`src/logic/reg_stall_pkg.sv`:
```
// register access stall definitions
// operand-type codes, decode field types and the byte-size register fold
package reg_stall_pkg;

    // general register index, eax through edi
    typedef logic [2:0] reg_idx_t;

    // operand type code from the instruction decoder
    typedef logic [2:0] op_type_t;

    // raw addressing bytes
    typedef logic [7:0] modrm_t;
    typedef logic [7:0] sib_t;

    // operand size code, 0 is byte
    typedef logic [1:0] size_t;

    // operand types
    localparam op_type_t OP_NONE  = 3'd0;
    localparam op_type_t OP_REG   = 3'd1;
    localparam op_type_t OP_SEG   = 3'd2;
    localparam op_type_t OP_MMX   = 3'd3;
    localparam op_type_t OP_MODRM = 3'd4;
    localparam op_type_t OP_IMM   = 3'd5;
    localparam op_type_t OP_MEM   = 3'd6;

    localparam size_t SIZE_BYTE = 2'd0;

    // stack pointer index
    localparam reg_idx_t REG_ESP = 3'd4;

    // one pending-write counter per general register
    localparam int NUM_REGS = 8;

    // byte operands name ah..bh as 4..7, which live in eax..ebx
    function automatic reg_idx_t size_fold(
        input reg_idx_t idx,
        input size_t    size
    );
        reg_idx_t folded;
        folded = idx;
        if ((size == SIZE_BYTE) && idx[2]) begin
            folded = idx - 3'd4;
        end
        return folded;
    endfunction

endpackage

```
`src/logic/inst_fields_if.sv`:
```
// instruction operand fields
// shared by the source decode and the pending-write table
`timescale 1ns/1ps

interface inst_fields_if;

    // operand descriptors
    reg_stall_pkg::op_type_t op0;
    reg_stall_pkg::reg_idx_t op0_reg;
    reg_stall_pkg::op_type_t op1;
    reg_stall_pkg::reg_idx_t op1_reg;

    // addressing bytes
    reg_stall_pkg::modrm_t mod_rm;
    reg_stall_pkg::sib_t   sib;

    // operand size of the instruction
    reg_stall_pkg::size_t register_size;

    // source decode needs every field
    modport decode (input op0, op0_reg, op1, op1_reg, mod_rm, sib, register_size);

    // table only looks at the op0 destination
    modport tbl (input op0, op0_reg, mod_rm, register_size);

endinterface

```
`src/logic/operand_source_decode.sv`:
```
// operand source decode
// finds up to four general-register reads from the op0 and op1 descriptors
`timescale 1ns/1ps

module operand_source_decode (
    inst_fields_if.decode           fields,
    output reg_stall_pkg::reg_idx_t src_reg [4],
    output logic [3:0]              src_valid
);

    // modrm and sib fields
    logic [1:0]              mod;
    reg_stall_pkg::reg_idx_t rm;
    reg_stall_pkg::reg_idx_t sib_base;
    reg_stall_pkg::reg_idx_t sib_index;

    // addressing mode flags
    logic mem_mode;
    logic uses_sib;
    logic disp32_only;
    logic sib_index_used;

    // register named by the modrm base path
    reg_stall_pkg::reg_idx_t modrm_r0;

    // first read of one operand, returns {valid, index}
    function automatic logic [3:0] first_read(
        input reg_stall_pkg::op_type_t typ,
        input reg_stall_pkg::reg_idx_t op_reg,
        input reg_stall_pkg::reg_idx_t modrm_reg,
        input logic                    modrm_reads,
        input reg_stall_pkg::size_t    size
    );
        logic                    valid;
        reg_stall_pkg::reg_idx_t idx;
        valid = 1'b0;
        idx   = reg_stall_pkg::size_fold(op_reg, size);
        case (typ)
            // direct register or register-held address
            reg_stall_pkg::OP_REG,
            reg_stall_pkg::OP_MEM: begin
                valid = 1'b1;
            end
            reg_stall_pkg::OP_MODRM: begin
                valid = modrm_reads;
                idx   = modrm_reg;
            end
            // no general register involved
            reg_stall_pkg::OP_NONE,
            reg_stall_pkg::OP_SEG,
            reg_stall_pkg::OP_MMX,
            reg_stall_pkg::OP_IMM: begin
                valid = 1'b0;
            end
            default: begin
                valid = 1'b0;
            end
        endcase
        return {valid, idx};
    endfunction

    assign mod       = fields.mod_rm[7:6];
    assign rm        = fields.mod_rm[2:0];
    assign sib_base  = fields.sib[2:0];
    assign sib_index = fields.sib[5:3];

    // mod 11 is register direct, anything else addresses memory
    assign mem_mode = (mod != 2'b11);
    // rm 100 in memory mode pulls in a sib byte
    assign uses_sib = mem_mode && (rm == 3'b100);
    // mod 00 rm 101 is a bare disp32, no base register
    assign disp32_only = (mod == 2'b00) && (rm == 3'b101);
    // sib index 100 means no index
    assign sib_index_used = uses_sib && (sib_index != 3'b100);

    // only the register-direct form is sized
    always_comb begin
        if (!mem_mode) begin
            modrm_r0 = reg_stall_pkg::size_fold(rm, fields.register_size);
        end else if (uses_sib) begin
            modrm_r0 = sib_base;
        end else begin
            modrm_r0 = rm;
        end
    end

    // op0 reads in slots 0 and 1, op1 in slots 2 and 3
    always_comb begin
        {src_valid[0], src_reg[0]} = first_read(fields.op0, fields.op0_reg, modrm_r0,
                                                !disp32_only, fields.register_size);
        {src_valid[2], src_reg[2]} = first_read(fields.op1, fields.op1_reg, modrm_r0,
                                                !disp32_only, fields.register_size);
        // second read is always the sib index
        src_valid[1] = (fields.op0 == reg_stall_pkg::OP_MODRM) && sib_index_used;
        src_reg[1]   = sib_index;
        src_valid[3] = (fields.op1 == reg_stall_pkg::OP_MODRM) && sib_index_used;
        src_reg[3]   = sib_index;
    end

endmodule

```
`src/logic/pending_write_table.sv`:
```
// pending write table
// one counter per general register of writes issued but not yet written back
`timescale 1ns/1ps

module pending_write_table #(
    parameter int COUNT_W = 4
) (
    input  logic                    clk,
    input  logic                    rst,
    inst_fields_if.tbl              fields,
    input  reg_stall_pkg::reg_idx_t wb_reg,
    input  reg_stall_pkg::size_t    wb_size,
    input  logic                    wb_enable,
    input  logic                    next_stage_ready,
    output logic [COUNT_W-1:0]      counts [reg_stall_pkg::NUM_REGS]
);

    // modrm fields for the register-direct destination
    logic [1:0]              mod;
    reg_stall_pkg::reg_idx_t rm;

    // op0 destination
    logic                    dest_valid;
    reg_stall_pkg::reg_idx_t dest_reg;

    // folded writeback target
    reg_stall_pkg::reg_idx_t wb_idx;

    // destination actually moves on this cycle
    logic issue;

    assign mod = fields.mod_rm[7:6];
    assign rm  = fields.mod_rm[2:0];

    // op0 writes a register when it is a register or modrm with mod 11
    always_comb begin
        dest_valid = 1'b0;
        dest_reg   = reg_stall_pkg::size_fold(fields.op0_reg, fields.register_size);
        if (fields.op0 == reg_stall_pkg::OP_REG) begin
            dest_valid = 1'b1;
        end else if ((fields.op0 == reg_stall_pkg::OP_MODRM) && (mod == 2'b11)) begin
            dest_valid = 1'b1;
            dest_reg   = reg_stall_pkg::size_fold(rm, fields.register_size);
        end
    end

    // back-pressure holds the instruction, so nothing is added
    assign issue = dest_valid && next_stage_ready;

    // writebacks use the same byte fold as the destination
    assign wb_idx = reg_stall_pkg::size_fold(wb_reg, wb_size);

    for (genvar g = 0; g < reg_stall_pkg::NUM_REGS; g++) begin : g_cnt
        logic inc;
        logic dec;

        assign inc = issue && (dest_reg == reg_stall_pkg::reg_idx_t'(g));
        assign dec = wb_enable && (wb_idx == reg_stall_pkg::reg_idx_t'(g));

        // issue and writeback together cancel
        always_ff @(posedge clk) begin
            if (rst) begin
                counts[g] <= '0;
            end else begin
                case ({inc, dec})
                    2'b10: counts[g] <= counts[g] + 1'b1;
                    2'b01: counts[g] <= counts[g] - 1'b1;
                    default: counts[g] <= counts[g];
                endcase
            end
        end
    end

endmodule

```
`src/logic/register_access_stall.sv`:
```
// register access stall
// decode-stage hazard detector for reads of registers with writes pending
`timescale 1ns/1ps

module register_access_stall #(
    parameter int COUNT_W = 4
) (
    input  logic                    clk,
    input  logic                    rst,
    input  logic                    stack_op,
    input  reg_stall_pkg::size_t    register_size,
    input  reg_stall_pkg::op_type_t op0,
    input  reg_stall_pkg::reg_idx_t op0_reg,
    input  reg_stall_pkg::op_type_t op1,
    input  reg_stall_pkg::reg_idx_t op1_reg,
    input  reg_stall_pkg::modrm_t   mod_rm,
    input  reg_stall_pkg::sib_t     sib,
    input  reg_stall_pkg::reg_idx_t wb_reg,
    input  reg_stall_pkg::size_t    wb_size,
    input  logic                    wb_enable,
    input  logic                    next_stage_ready,
    output logic                    is_stall
);

    // instruction fields bundle
    inst_fields_if fields ();

    // source reads from the decode
    reg_stall_pkg::reg_idx_t src_reg [4];
    logic [3:0]              src_valid;

    // pending write counts
    logic [COUNT_W-1:0] counts [reg_stall_pkg::NUM_REGS];

    // current instruction fields
    assign fields.op0           = op0;
    assign fields.op0_reg       = op0_reg;
    assign fields.op1           = op1;
    assign fields.op1_reg       = op1_reg;
    assign fields.mod_rm        = mod_rm;
    assign fields.sib           = sib;
    assign fields.register_size = register_size;

    // which registers the instruction reads
    operand_source_decode u_decode (
        .fields    (fields.decode),
        .src_reg   (src_reg),
        .src_valid (src_valid)
    );

    // writes in flight per register
    pending_write_table #(
        .COUNT_W (COUNT_W)
    ) u_table (
        .clk              (clk),
        .rst              (rst),
        .fields           (fields.tbl),
        .wb_reg           (wb_reg),
        .wb_size          (wb_size),
        .wb_enable        (wb_enable),
        .next_stage_ready (next_stage_ready),
        .counts           (counts)
    );

    // combine reads, counts and the stack check
    stall_resolve #(
        .COUNT_W (COUNT_W)
    ) u_resolve (
        .src_reg   (src_reg),
        .src_valid (src_valid),
        .counts    (counts),
        .stack_op  (stack_op),
        .is_stall  (is_stall)
    );

endmodule

```
`src/logic/stall_resolve.sv`:
```
// stall resolve
// checks each valid source and the stack pointer against the pending counts
`timescale 1ns/1ps

module stall_resolve #(
    parameter int COUNT_W = 4
) (
    input  reg_stall_pkg::reg_idx_t src_reg [4],
    input  logic [3:0]              src_valid,
    input  logic [COUNT_W-1:0]      counts [reg_stall_pkg::NUM_REGS],
    input  logic                    stack_op,
    output logic                    is_stall
);

    // count seen by each source slot
    logic [COUNT_W-1:0] src_count [4];

    // per-slot hazard
    logic [3:0] src_busy;

    // stack pointer still has a write in flight
    logic esp_busy;
    logic stack_hit;

    // look up each source index in the table
    always_comb begin
        for (int j = 0; j < 4; j++) begin
            src_count[j] = counts[src_reg[j]];
        end
    end

    // a slot only matters when the decode says it is read
    always_comb begin
        for (int j = 0; j < 4; j++) begin
            src_busy[j] = src_valid[j] && (src_count[j] != '0);
        end
    end

    // push and pop use esp implicitly
    assign esp_busy  = (counts[reg_stall_pkg::REG_ESP] != '0);
    assign stack_hit = stack_op && esp_busy;

    // any hazard holds the decode stage
    assign is_stall = (|src_busy) || stack_hit;

endmodule

```
`config.mk`:
```
export PLATFORM = sky130hd
export DESIGN_NAME = register_access_stall
export DESIGN_NICKNAME = d
export VERILOG_FILES = /design/src/logic/reg_stall_pkg.sv /design/src/logic/inst_fields_if.sv /design/src/logic/operand_source_decode.sv /design/src/logic/pending_write_table.sv /design/src/logic/register_access_stall.sv /design/src/logic/stall_resolve.sv
export SDC_FILE = /design/constraint.sdc
export NUM_CORES = 1
export LEC_CHECK = 0
export BUFFER_PORTS_ARGS = -buffer_cell sky130_fd_sc_hd__buf_4
export CORE_MARGIN = 8
export CORE_UTILIZATION = 45
export CTS_CLUSTER_SIZE = 12
export DETAILED_ROUTE_END_ITERATION = 7
export PLACE_DENSITY = 0.77
export SYNTH_ARGS = -nofsm -noshare
export SYNTH_HDL_FRONTEND = slang
export SYNTH_SLANG_ARGS = --single-unit
```
`constraint.sdc`:
```
create_clock -name clk -period 3.8 [get_ports clk]
set_clock_uncertainty 0.15 [all_clocks]
set_input_delay 0.38 -clock clk [delete_from_list [all_inputs] [get_ports clk]]
set_output_delay 0.38 -clock clk [all_outputs]
set_load 0.01 [all_outputs]
```
# [Word level (Yosys, flattened, before mapping)]
# Index checks and enable logic that the tools add are counted.
[word_totals] reg_bits=32 inputBits=40 output_inout_bits=1 elab_cells=160
[classes] n_addsub=20 magnitude_cmp=3 eq_ne=41 muxes=31 bitwise_logic=3 n_reduce_logical=54
[ops] operator="one-hot mux 4 bit (2 select lines)" count=8
[ops] operator="equality test 3 bit, second input constant" count=14
[ops] operator="binary-select mux 4 bit (select 3 bit)" count=3
[ops] operator="adder 4 x 1 -> 4 bit, second input constant" count=8
[ops] operator="logical AND 1 bit" count=32
[ops] operator="subtractor 4 x 1 -> 4 bit, second input constant" count=8
[ops] operator="two-way mux 3 bit" count=10
[ops] operator="two-way mux 4 bit" count=6
[ops] operator="equality test 2 bit, second input constant" count=9
[ops] operator="equality test 2 x 1 -> 1 bit, second input constant" count=8
[ops] operator="nonzero test 2 bit" count=8
[ops] operator="nonzero test 4 bit" count=4
[ops] operator="equality test 3 x 1 -> 1 bit, second input constant" count=4
[ops] operator="equality test 3 x 2 -> 1 bit, second input constant" count=4
[ops] operator="greater-or-equal comparator 4 bit, second input constant" count=3
[ops] operator="NOT 3 -> 4 bit" count=3
[ops] operator="subtractor 3 bit, second input constant" count=4
[ops] operator="zero test 2 bit" count=3
[ops] operator="zero test 3 bit" count=2
[ops] operator="one-hot mux 1 bit (2 select lines)" count=2
[ops] operator="OR reduction 2 bit" count=2
[ops] operator="OR reduction 4 bit" count=1
[ops] operator="inequality test 3 bit, second input constant" count=1
[ops] operator="two-way mux 1 bit" count=2
[ops] operator="other kinds (3)" count=3

# [Depth between registers and ports, before layout]
# Gate-level depths: netlist of run 1.
[depth] word_depth=13 ltp_mapped=13 depth_no_buf=13

# [Modules after synthesis]
# Synthesis of run 1 repeated with hierarchy kept, for this count alone.
[unflattened] cells_unflattened=369 area_unflattened_um2=3004.1
[by_module_without_submodules] mod="pending_write_table" instances=1 cells_each=275 area_per_inst_um2=2319.7 seq_area_each_um2=640.6
[by_module_without_submodules] mod="stall_resolve" instances=1 cells_each=54 area_per_inst_um2=412.9 seq_area_each_um2=0.0
[by_module_without_submodules] mod="operand_source_decode" instances=1 cells_each=40 area_per_inst_um2=271.5 seq_area_each_um2=0.0

# [Worst setup path before layout of run 1]
# OpenSTA, ideal clock, no wires.
[synth_timing] kind="in2reg" startpoint="input mod_rm[6]" endpoint="register u_table.counts[30] in the netlist's numbering" setup_time_ns=0.071 arrival_time_ns=2.598 t_required_ns=3.579 slack_ns=0.982 cell_stages=13 n_path_buf=0 path_cell_list="nand2_2 nor3_2 mux2i_1 nor2_1 nor2b_1 nand3_1 ha_1 xor2_1 ha_1 a21oi_1 xor2_1 or3_1 a21oi_1"
[synth_via] elab_chain_len=8 elab_cells_between_ends=13 cone_classes="eq/ne (3); mux (5); reduce/logical (5)"
[synth_lines] item="start, declared" line="register_access_stall.sv:16" source="input reg_stall_pkg::modrm_t mod_rm,"
[synth_lines] item="equality test 2 bit *" line="pending_write_table.sv:41" source="end else if ((fields.op0 == reg_stall_pkg::OP_MODRM) && (mod == 2'b11)) begin"
[synth_lines] item="logical AND 1 bit *" line="pending_write_table.sv:41"
[synth_lines] item="two-way mux 3 bit / two-way mux 1 bit (equally long branches)" line="pending_write_table.sv:41"
[synth_lines] item="two-way mux 3 bit / two-way mux 1 bit (equally long branches)" line="pending_write_table.sv:39" source="if (fields.op0 == reg_stall_pkg::OP_REG) begin"
[synth_lines] item="zero test 3 bit / logical AND 1 bit (equally long branches)" line="pending_write_table.sv:57, pending_write_table.sv:48"
[synth_lines] item="logical AND 1 bit *" line="pending_write_table.sv:57" source="assign inc = issue && (dest_reg == reg_stall_pkg::reg_idx_t'(g));"
[synth_lines] item="equality test 2 x 1 -> 1 bit / equality test 2 bit (equally long branches)" line="pending_write_table.sv:65" source="case ({inc, dec})"
[synth_lines] item="one-hot mux 4 bit (2 select lines) / nonzero test 2 bit (equally long branches)"
[synth_lines] item="end signal, assigned by index" line="pending_write_table.sv:66" source="2'b10: counts[g] <= counts[g] + 1'b1;"
[synth_lines] item="end signal, assigned by index" line="pending_write_table.sv:67" source="2'b01: counts[g] <= counts[g] - 1'b1;"
[synth_lines] item="end signal, assigned by index" line="pending_write_table.sv:68" source="default: counts[g] <= counts[g];"
[synth_lines] item="end, declared" line="pending_write_table.sv:15" source="output logic [COUNT_W-1:0] counts [reg_stall_pkg::NUM_REGS]"
# Every way passes the cells marked *; elsewhere a longest branch is shown, timed or not.
# A chain may end at the register's enable or synchronous reset.

# [Worst setup path in the final report of run 1]
[layout_timing] startpoint="input op0[0]" endpoint="register u_table.counts[10] in the netlist's numbering"
[layout_via] elab_chain_len=8 elab_cells_between_ends=14 cone_classes="eq/ne (5); mux (5); reduce/logical (4)"
[layout_lines] item="start, declared" line="register_access_stall.sv:12" source="input reg_stall_pkg::op_type_t op0,"
[layout_lines] item="equality test 3 bit" line="pending_write_table.sv:41"
[layout_lines] item="logical AND 1 bit" line="pending_write_table.sv:41"
[layout_lines] item="two-way mux 3 bit / two-way mux 1 bit (equally long branches)" line="pending_write_table.sv:41"
[layout_lines] item="two-way mux 3 bit / two-way mux 1 bit (equally long branches)" line="pending_write_table.sv:39"
[layout_lines] item="equality test 3 bit / logical AND 1 bit (equally long branches)" line="pending_write_table.sv:57, pending_write_table.sv:48"
[layout_lines] item="logical AND 1 bit *" line="pending_write_table.sv:57"
[layout_lines] item="equality test 2 x 1 -> 1 bit / equality test 2 bit (equally long branches)" line="pending_write_table.sv:65"
[layout_lines] item="one-hot mux 4 bit (2 select lines) / nonzero test 2 bit (equally long branches)"
# Marked as above.

==> qor.yml, run 1 <==
synthTopCellsByArea: "dfxtp_1 23%, ha_1 11%, xor2_1 7.5%"
ys_ff_latch: 32
wl_per_cell_um: 14.37
drive_above_1_share_pct: 14.25
viasPerCell: 5.705
whs_path_depth: 2
hpwl_mm: 5.036
grt_max_degree: 33
netlist_area_sq_mm: 0.002805
die_w_um: 94.96
ctsHoldBuffers: 0
clk_latency_ns: 0.27
cp.arrival_ns: 3.10
drt_iter0_markers: 100
root_buffer: "clkbuf_8"
antenna_cells: 0
synth_top_area_share_pct: 22.84
grt_pass1_wl_mm: 10.85
numPortBuffers: 35
cts.clk_slew.worst_paths_ns: 0.06
reg.largest.list: "u_table.counts: 32 flops"
die_h_um: 94.96
die_area_sq_mm: 0.009016
critPathKind: "in2reg"
critPathLaunchType: "input port"
rrSetupSlack_ns: 2.10
fmax_ghz: 0.3291
final_common_cell: "nor2_1"
largest_reg_flops: 32
path_cells: "buf_4 -> nand2b_1 -> nor3_2 -> mux2i_1 -> nand3b_1 -> ha_1 -> xor2_1 -> ha_1 -> a21oi_1 -> xor2_1 -> or3_1 -> a21oi_1"
first_global_vias: 2500
mostFrequentLayoutCells: "47 x nor2_1, 35 x buf_4, 32 x a21oi_1, 32 x dfxtp_1"
critPathRequiredTime_ns: 3.86
firstDrtPassIters: 4
async_flop_share_pct: 0
status: "finished clean"
yosys_warnings: 0
drc: 0
slowest_delay_ns: 0.52
syn-num-nets: 399
rsz0062_at_grt: "no"
yosys.area.top_type: "dfxtp_1"
clockBufferDepth: 2
pre_cts_ws_ns: 0.5349
postSynthCellCount: 335
ys_seq_area_share_pct: 22.84
route.vias.total: 2550
period_needed_ns: 3.039
cts_buffers: 5
ios: 41
tightest_slew_ns: 0.7923
cts_tree: "yes"
ant_nets: 0
power_density_mw_per_mm2: 238.0
grtUsageTotal_pct: 14.63
synth_flop_cell: "dfxtp_1"
overflow: 0
core.rowCount: 28
htreeDepth: 2
maxSlewHeadroom_pct: 46.69
max_cap_violations: 0
synth.avg_cell_area_sq_um: 8.374
num-nets-final: 436
areaGrowthSynthToFinish_pct: 14.54
routabilityCongestion: 0.8731
hold_violations: 0
setup_ws_ns: 0.7611
cts_resized: 0
r2r_cells: 6
wl_mm: 6.423
worstPathMaxFanout: 7
initial_core_util_pct: 46.83
fin_crit_sh_pct: 79.97
worst_path_max_delay_cell: "mux2i_1"
antenna_found_initial: 0
peakVddDrop_mv: 0.2127
core_area_sq_mm: 0.005991
min-delay-path-class: "in2reg"
clock_sinks: 32
p_leak_nw: 1.266
power.total_uw: 764.7
cts_setup_buffers: 0
ys_types: 51
utilization_pct: 53.63
synth_edf_count: 0
finalMaxSlewViolations: 0
setup_violations: 0
setup_tns_ns: 0
regMostFlops: "u_table.counts"
critPathCaptureType: "flop"
-- synthesized netlist by cell type, types with 2 or more instances --
cell type  count
nor2b_1       11
a31oi_1        4
nand3b_1       5
a211oi_1       3
nor2_1        47
mux2i_1       17
o32a_1         2
dfxtp_1       32
xnor2_1        6
nand3_1        3
nor3b_1        5
nor4bb_1      13
o21ai_0       21
or4b_4         2
clkbuf_1       4
o21a_1         9
or3_1         10
xor2_1        24
o211ai_1       2
nor3b_2        2
nor4_1         9
ha_1          24
a31oi_4        2
inv_1          2
a21oi_1       32
nand2_1       13
nand2b_1       4
and3b_1        2
nor3_1         3
-- path summary, 6_finish.rpt --
check                                                      from                         endpoint
worst max-delay path                                     op0[0]  u_table.counts[10]$_SDFFE_PP0P_
worst min-delay path                                        rst   u_table.counts[7]$_SDFFE_PP0P_
worst max register to register   u_table.counts[9]$_SDFFE_PP0P_  u_table.counts[10]$_SDFFE_PP0P_
worst min register to register  u_table.counts[27]$_SDFFE_PP0P_  u_table.counts[27]$_SDFFE_PP0P_
-- routing by layer --
metal	global-route usage (%)	up-vias	routed length, um
met5	0	-	0
li1	-	1325	-
met2	24.86	58	2879
met4	4.031	0	46
met1	17.82	1161	3031
met3	3.730	6	466
-- power breakdown --
| group | switching (mW) | internal [mW] | total [mW] |
|---|---|---|---|
| registers | 0.00925 | 0.342 | 0.351 |
| clock network | 0.118 | 0.124 | 0.242 |
| logic | 0.0907 | 0.0810 | 0.172 |
| total | 0.218 | 0.547 | 0.765 |
-- worst max-delay path: cells and delay by family --
family / cells / cell delay (ns)
adders and majority gates: 2 / 0.49
and+or+nand+nor: 4 / 1.01
xor gates and xnor gates: 2 / 0.27
AOI/OAI and AO/OA: 2 / 0.28
buffers and inverters: 1 / 0.14
muxes: 1 / 0.52
-- area by class of cell --
cell class / instances / area (sq um)
Clock buffer: 6 / 72.57
Clock inverter: 1 / 5.005
Fill cell: 566 / 2778
Inverter: 2 / 7.507
Multi-Input combinational cell: 296 / 2131
Sequential cell: 32 / 640.6
Tap cell: 75 / 93.84
Timing Repair Buffer: 35 / 262.8
-- cell families (layout without fill, tap and decap cells) --
logic type | count (synthesis) | after routing | share of synthesized area [%]
adders and majority gates | 24 | 24 | 10.70
buffers and inverters | 7 | 44 | 1.204
muxes | 17 | 17 | 6.066
AOI/OAI and AO/OA | 89 | 89 | 21.41
xor gates and xnor gates | 30 | 30 | 9.367
and+or+nand+nor | 136 | 136 | 28.41
DFF | 32 | 32 | 22.84
-- through the flow --
stage	cell area, sq um	hold slack, ns	cells
after global routing	3213	0.3493	447
after CTS	3213	0.3325	447
after detailed placement	3136	0.3514	440
after global placement	3136	0.3247	440
final	3213	0.3341	447
after floorplan	2805	0.2991	335
Note: power is estimated with default switching activity, not from simulation.
==> inputs of run 2 (changes only) <==
clock period = 2.8 ns   (was 3.8 ns; I/O delays follow)
==> run 2 against run 1 <==
  * Clock-buffer cell count is the same
  * Non-clock buffer count grew 29
  * Total power grew 42%
  * Critical endpoint is now is_stall
==> qor.yml, run 2 (synthesis gave the netlist of run 1 again) <==
ant_nets: 0
critPathCaptureType: "primary output"
clk_latency_ns: 0.29
final_common_cell: "buf_4"
final_cell_area_sq_mm: 0.003542
hold_violations: 0
clock_sinks: 32
route.vias.total: 2715
core.rowCount: 28
swShare_pct: 29.44
numPortBuffers: 35
regMostFlops: "u_table.counts"
startpoint: "u_table.counts[4]$_SDFFE_PP0P_"
grtUsageTotal_pct: 15.56
reg.largest.list: "u_table.counts: 32 flops"
viasPerCell: 5.704
areaGrowthSynthToFinish_pct: 26.27
ctsHoldBuffers: 0
critPathKind: "reg2out"
met1_usage_pct: 17.69
max_cap_violations: 0
maxSlewHeadroom_pct: 60.13
cts_resized: 0
clockBufferDepth: 2
critPathLaunchType: "flop"
hold_ws_ns: 0.2244
drive_above_1_share_pct: 24.44
fillers: 525
die_w_um: 94.96
power_density_mw_per_mm2: 307.1
root_buffer: "clkbuf_8"
routabilityCongestion: 0.8688
placed_cell_area_sq_mm: 0.003353
grt_use_met2_pct: 27.40
fin_crit_sh_pct: 96.43
tightest_slew_ns: 0.5925
drt_iter0_markers: 97
die_h_um: 94.96
power_frac_clock_pct: 31.2
pwr-share-seq_pct: 43.8
busiest_layer: "met2"
firstDrtPassIters: 4
cts_buffers: 5
htreeDepth: 2
p_int_uw: 767.6
critPathRequiredTime_ns: 2.37
die_area_sq_mm: 0.009016
antenna_found_initial: 0
first_global_vias: 2620
p_comb_share_pct: 25.0
largest_reg_flops: 32
min-delay-path-class: "in2reg"
period_needed_ns: 2.700
drc: 0
power_switching_uw: 320.3
worstHoldStart: "rst"
num-nets-final: 465
grt_max_degree: 33
cp.arrival_ns: 2.27
overflow: 0
core_area_sq_mm: 0.005991
worstPathMaxFanout: 6
gr-usage-met3_pct: 4.127
cts_setup_buffers: 0
grt_pass1_wl_mm: 11.47
wl_per_cell_um: 14.89
ios: 41
hpwl_mm: 5.496
cts.clk_slew.worst_paths_ns: 0.07
initial_core_util_pct: 46.83
cts_tree: "yes"
wl_mm: 7.086
mostFrequentLayoutCells: "61 x buf_4, 45 x nor2_1, 32 x dfxtp_1, 30 x a21oi_1, 24 x xor2_1"
status: "finished clean"
fmax_ghz: 0.3703
setup_violations: 0
p_leak_nw: 1.425
antenna_cells: 0
finalMaxSlewViolations: 0
peakVddDrop_mv: 0.2179
worstReg2RegStart: "u_table.counts[21]$_SDFFE_PP0P_"
-- run 2: final cells by class --
type / count / area [sq um] / area share, %
sequential: 32 / 640.6 / 18.09
tap: 75 / 93.84 / 2.649
clock buffer: 6 / 72.57 / 2.049
timing repair buffer: 64 / 491.7 / 13.88
inverter: 2 / 7.507 / 0.2119
multi-input combinational: 296 / 2231 / 62.98
clock inverter: 1 / 5.005 / 0.1413
-- run 2: metal layers --
layer / vias up / wire, um
li1: 1376 / -
met1: 1275 / 3152
met2: 55 / 3384
met3: 9 / 452
met4: 0 / 97
met5: - / 0
-- run 2: power groups by stage --
stage / registers (mW) / logic (mW) / clock network, mW
2_1_floorplan: 0.483 / 0.147 / 0
3_3_place_gp: 0.485 / 0.248 / 0
3_5_place_dp: 0.486 / 0.257 / 0
4_1_cts: 0.476 / 0.259 / 0.348
5_1_grt: 0.478 / 0.298 / 0.367
6_report: 0.477 / 0.272 / 0.339
-- run 2: worst paths after layout --
| kind | slack, ns | to | cells past startpoint |
|---|---|---|---|
| max reg2reg | 1.07 | u_table.counts[22]$_SDFFE_PP0P_ | 6 |
| min | 0.22 | u_table.counts[4]$_SDFFE_PP0P_ | 2 |
| max | 0.1 | is_stall | 7 |
| min reg2reg | 0.36 | u_table.counts[27]$_SDFFE_PP0P_ | 2 |
-- run 2: critical path, stage by stage (launching register included) --
cell and delay (ns):
dfxtp_1 0.36, nor4_1 0.56, mux2i_1 0.16, nor3b_1 0.21, nor4_1 0.07, a221oi_1 0.26, o311ai_1 0.19, buf_4 0.18
-- run 2: through the flow --
step                      instances  setup TNS (ns)  worst slack [ns]  utilization, %  power, mW
after floorplan                 335               0           0.08183               -     0.6299
after global placement          469         -0.5684          -0.07546           55.97     0.7330
after detailed placement        469          -2.244           -0.1799           55.97     0.7439
after CTS                       476               0           0.05884           57.27      1.083
after global routing            476         -0.1239          -0.02890           59.13      1.142
final                           476               0           0.09985           59.13      1.088
==> inputs of run 3 (changes only) <==
==> constraint.sdc (replaced) <==
create_clock -name clk -period 2.8 [get_ports clk]
set_clock_uncertainty 0.15 [all_clocks]
set_input_delay 0.56 -clock clk [delete_from_list [all_inputs] [get_ports clk]]
set_output_delay 0.56 -clock clk [all_outputs]
set_load 0.01 [all_outputs]
==> run 3 against run 2 <==
  * The flow now finishes with violations (setup timing)
  * Cell area increased by 21%
  * Clock power about the same
  * Worst hold slack improved by 0.14 ns
  * First-iteration DRC count increased by 53%
  * Cell count increased by 9.0%
  * Critical path depth increased by 1
  * Worst setup slack got worse by 0.35 ns
  * Critical endpoint unchanged
==> qor.yml, run 3 (synthesis gave the netlist of run 1 again) <==
critPathRequiredTime_ns: 2.09
power.total_mw: 1.182
grt_max_degree: 33
power_density_mw_per_mm2: 274.8
status: "finished, violations left"
mostFrequentLayoutCells: "89 x buf_4, 40 x nor2_1, 32 x dfxtp_1, 21 x xor2_1, 20 x o21ai_0"
worst_path_max_delay_cell: "nor4_1"
startpoint: "u_table.counts[9]$_SDFFE_PP0P_"
setup_tns_ns: -1.836
clock_sinks: 32
worstPathMaxFanout: 7
regArea_sq_um: 640.6
setup_ws_ns: -0.2550
max_cap_violations: 0
pre_cts_ws_ns: -0.3310
die_area_sq_mm: 0.009016
first_global_vias: 2772
final_common_cell: "buf_4"
path_cells: "nor4_1 -> buf_4 -> mux2i_1 -> a211oi_1 -> nor4_1 -> a221oi_2 -> o311ai_2 -> buf_4"
num-nets-final: 508
rsz0062_at_grt: "yes"
violations: "setup timing"
fillers: 432
core_area_sq_mm: 0.005991
ctsHoldBuffers: 0
die_w_um: 94.96
ant_nets: 0
regMostFlops: "u_table.counts"
largest_reg_flops: 32
post-place-cells: 501
drt_iter0_markers: 148
antenna_found_initial: 0
whs_path_depth: 2
regToRegEndpoint: "u_table.counts[10]$_SDFFE_PP0P_"
grtUsageTotal_pct: 16.13
hpwl_mm: 5.643
route.vias.total: 2997
antenna_cells: 0
reg.largest.list: "u_table.counts: 32 flops"
setup_violations: 16
root_buffer: "clkbuf_8"
cp-endpoint: "is_stall"
grt_pass1_wl_mm: 11.91
critPathLaunchType: "flop"
hold_violations: 0
fin_crit_sh_pct: 109.1
wl_mm: 8.857
fmax_ghz: 0.3273
initial_core_util_pct: 46.83
p_leak_nw: 1.696
drc: 0
die_h_um: 94.96
critPathCaptureType: "primary output"
worstReg2RegStart: "u_table.counts[9]$_SDFFE_PP0P_"
clk_latency_ns: 0.29
areaGrowthSynthToFinish_pct: 53.39
multi_input_area_sq_mm: 0.002604
tightest_slew_ns: 0.7998
fin_cells: 519
maxSlewHeadroom_pct: 46.27
placed_cell_area_sq_mm: 0.003652
cp.arrival_ns: 2.34
critPathKind: "reg2out"
cts.clk_slew.worst_paths_ns: 0.07
viasPerCell: 5.775
r2r_cells: 6
final_cell_area_sq_mm: 0.004303
firstDrtPassIters: 4
rrSetupSlack_ns: 0.99
cts_tree: "yes"
period_needed_ns: 3.055
min-delay-path-class: "reg2reg"
numPortBuffers: 35
core.rowCount: 28
cts_buffers: 5
drive_above_1_share_pct: 44.14
utilization_pct: 71.83
finalMaxSlewViolations: 0
peakVddDrop_mv: 0.3514
clockBufferDepth: 2
hold_ws_ns: 0.3618
routabilityCongestion: 0.8612
overflow: 0
slowest_delay_ns: 0.44
htreeDepth: 2
ios: 41
wl_per_cell_um: 17.07
run 3: worst max-delay path: cells and delay by family, from the launching register on:
family / cells / cell delay, ns
compound gates: 3 / 0.64
simple gates: 2 / 0.54
flops: 1 / 0.43
buf+inv: 2 / 0.38
mux: 1 / 0.07
run 3: how the worst min path moves through the flow:
stage / startpoint / endpoint
3_5_place_dp: u_table.counts[19]$_SDFFE_PP0P_ / u_table.counts[19]$_SDFFE_PP0P_
5_1_grt: u_table.counts[27]$_SDFFE_PP0P_ / u_table.counts[27]$_SDFFE_PP0P_
4_1_cts: u_table.counts[19]$_SDFFE_PP0P_ / u_table.counts[19]$_SDFFE_PP0P_
3_3_place_gp: u_table.counts[19]$_SDFFE_PP0P_ / u_table.counts[19]$_SDFFE_PP0P_
2_1_floorplan: u_table.counts[19]$_SDFFE_PP0P_ / u_table.counts[19]$_SDFFE_PP0P_
6_report: u_table.counts[19]$_SDFFE_PP0P_ / u_table.counts[19]$_SDFFE_PP0P_
run 3: cell type report:
class,instances,area share [%]
well taps,75,2.181
flip-flops and latches,32,14.89
repair buffers,107,20.44
multi-input cells,296,60.51
clock buffers,6,1.687
clock inverters,1,0.1163
inverters,2,0.1745
run 3: power by group:
group	total, mW	internal [mW]	leakage [nW]	switching [mW]
clock network	0.342	0.169	0.0410	0.173
registers	0.478	0.464	0.258	0.0147
logic	0.362	0.192	1.40	0.169
total	1.18	0.825	1.70	0.358
run 3: repair_timing:
| action | 4_1_cts | 5_1_grt |
|---|---|---|
| pin swaps | 11 | 42 |
| gates resized for setup | 11 | 86 |
| setup endpoints to repair | 9 | 17 |
| setup buffers | 1 | 10 |
run 3: per-layer routing:
layer,part of all wire (%),global-route usage (%)
met5,0,0
met4,2.5,5.332
met3,5.9,3.413
met2,51,28.97
met1,40,18.47
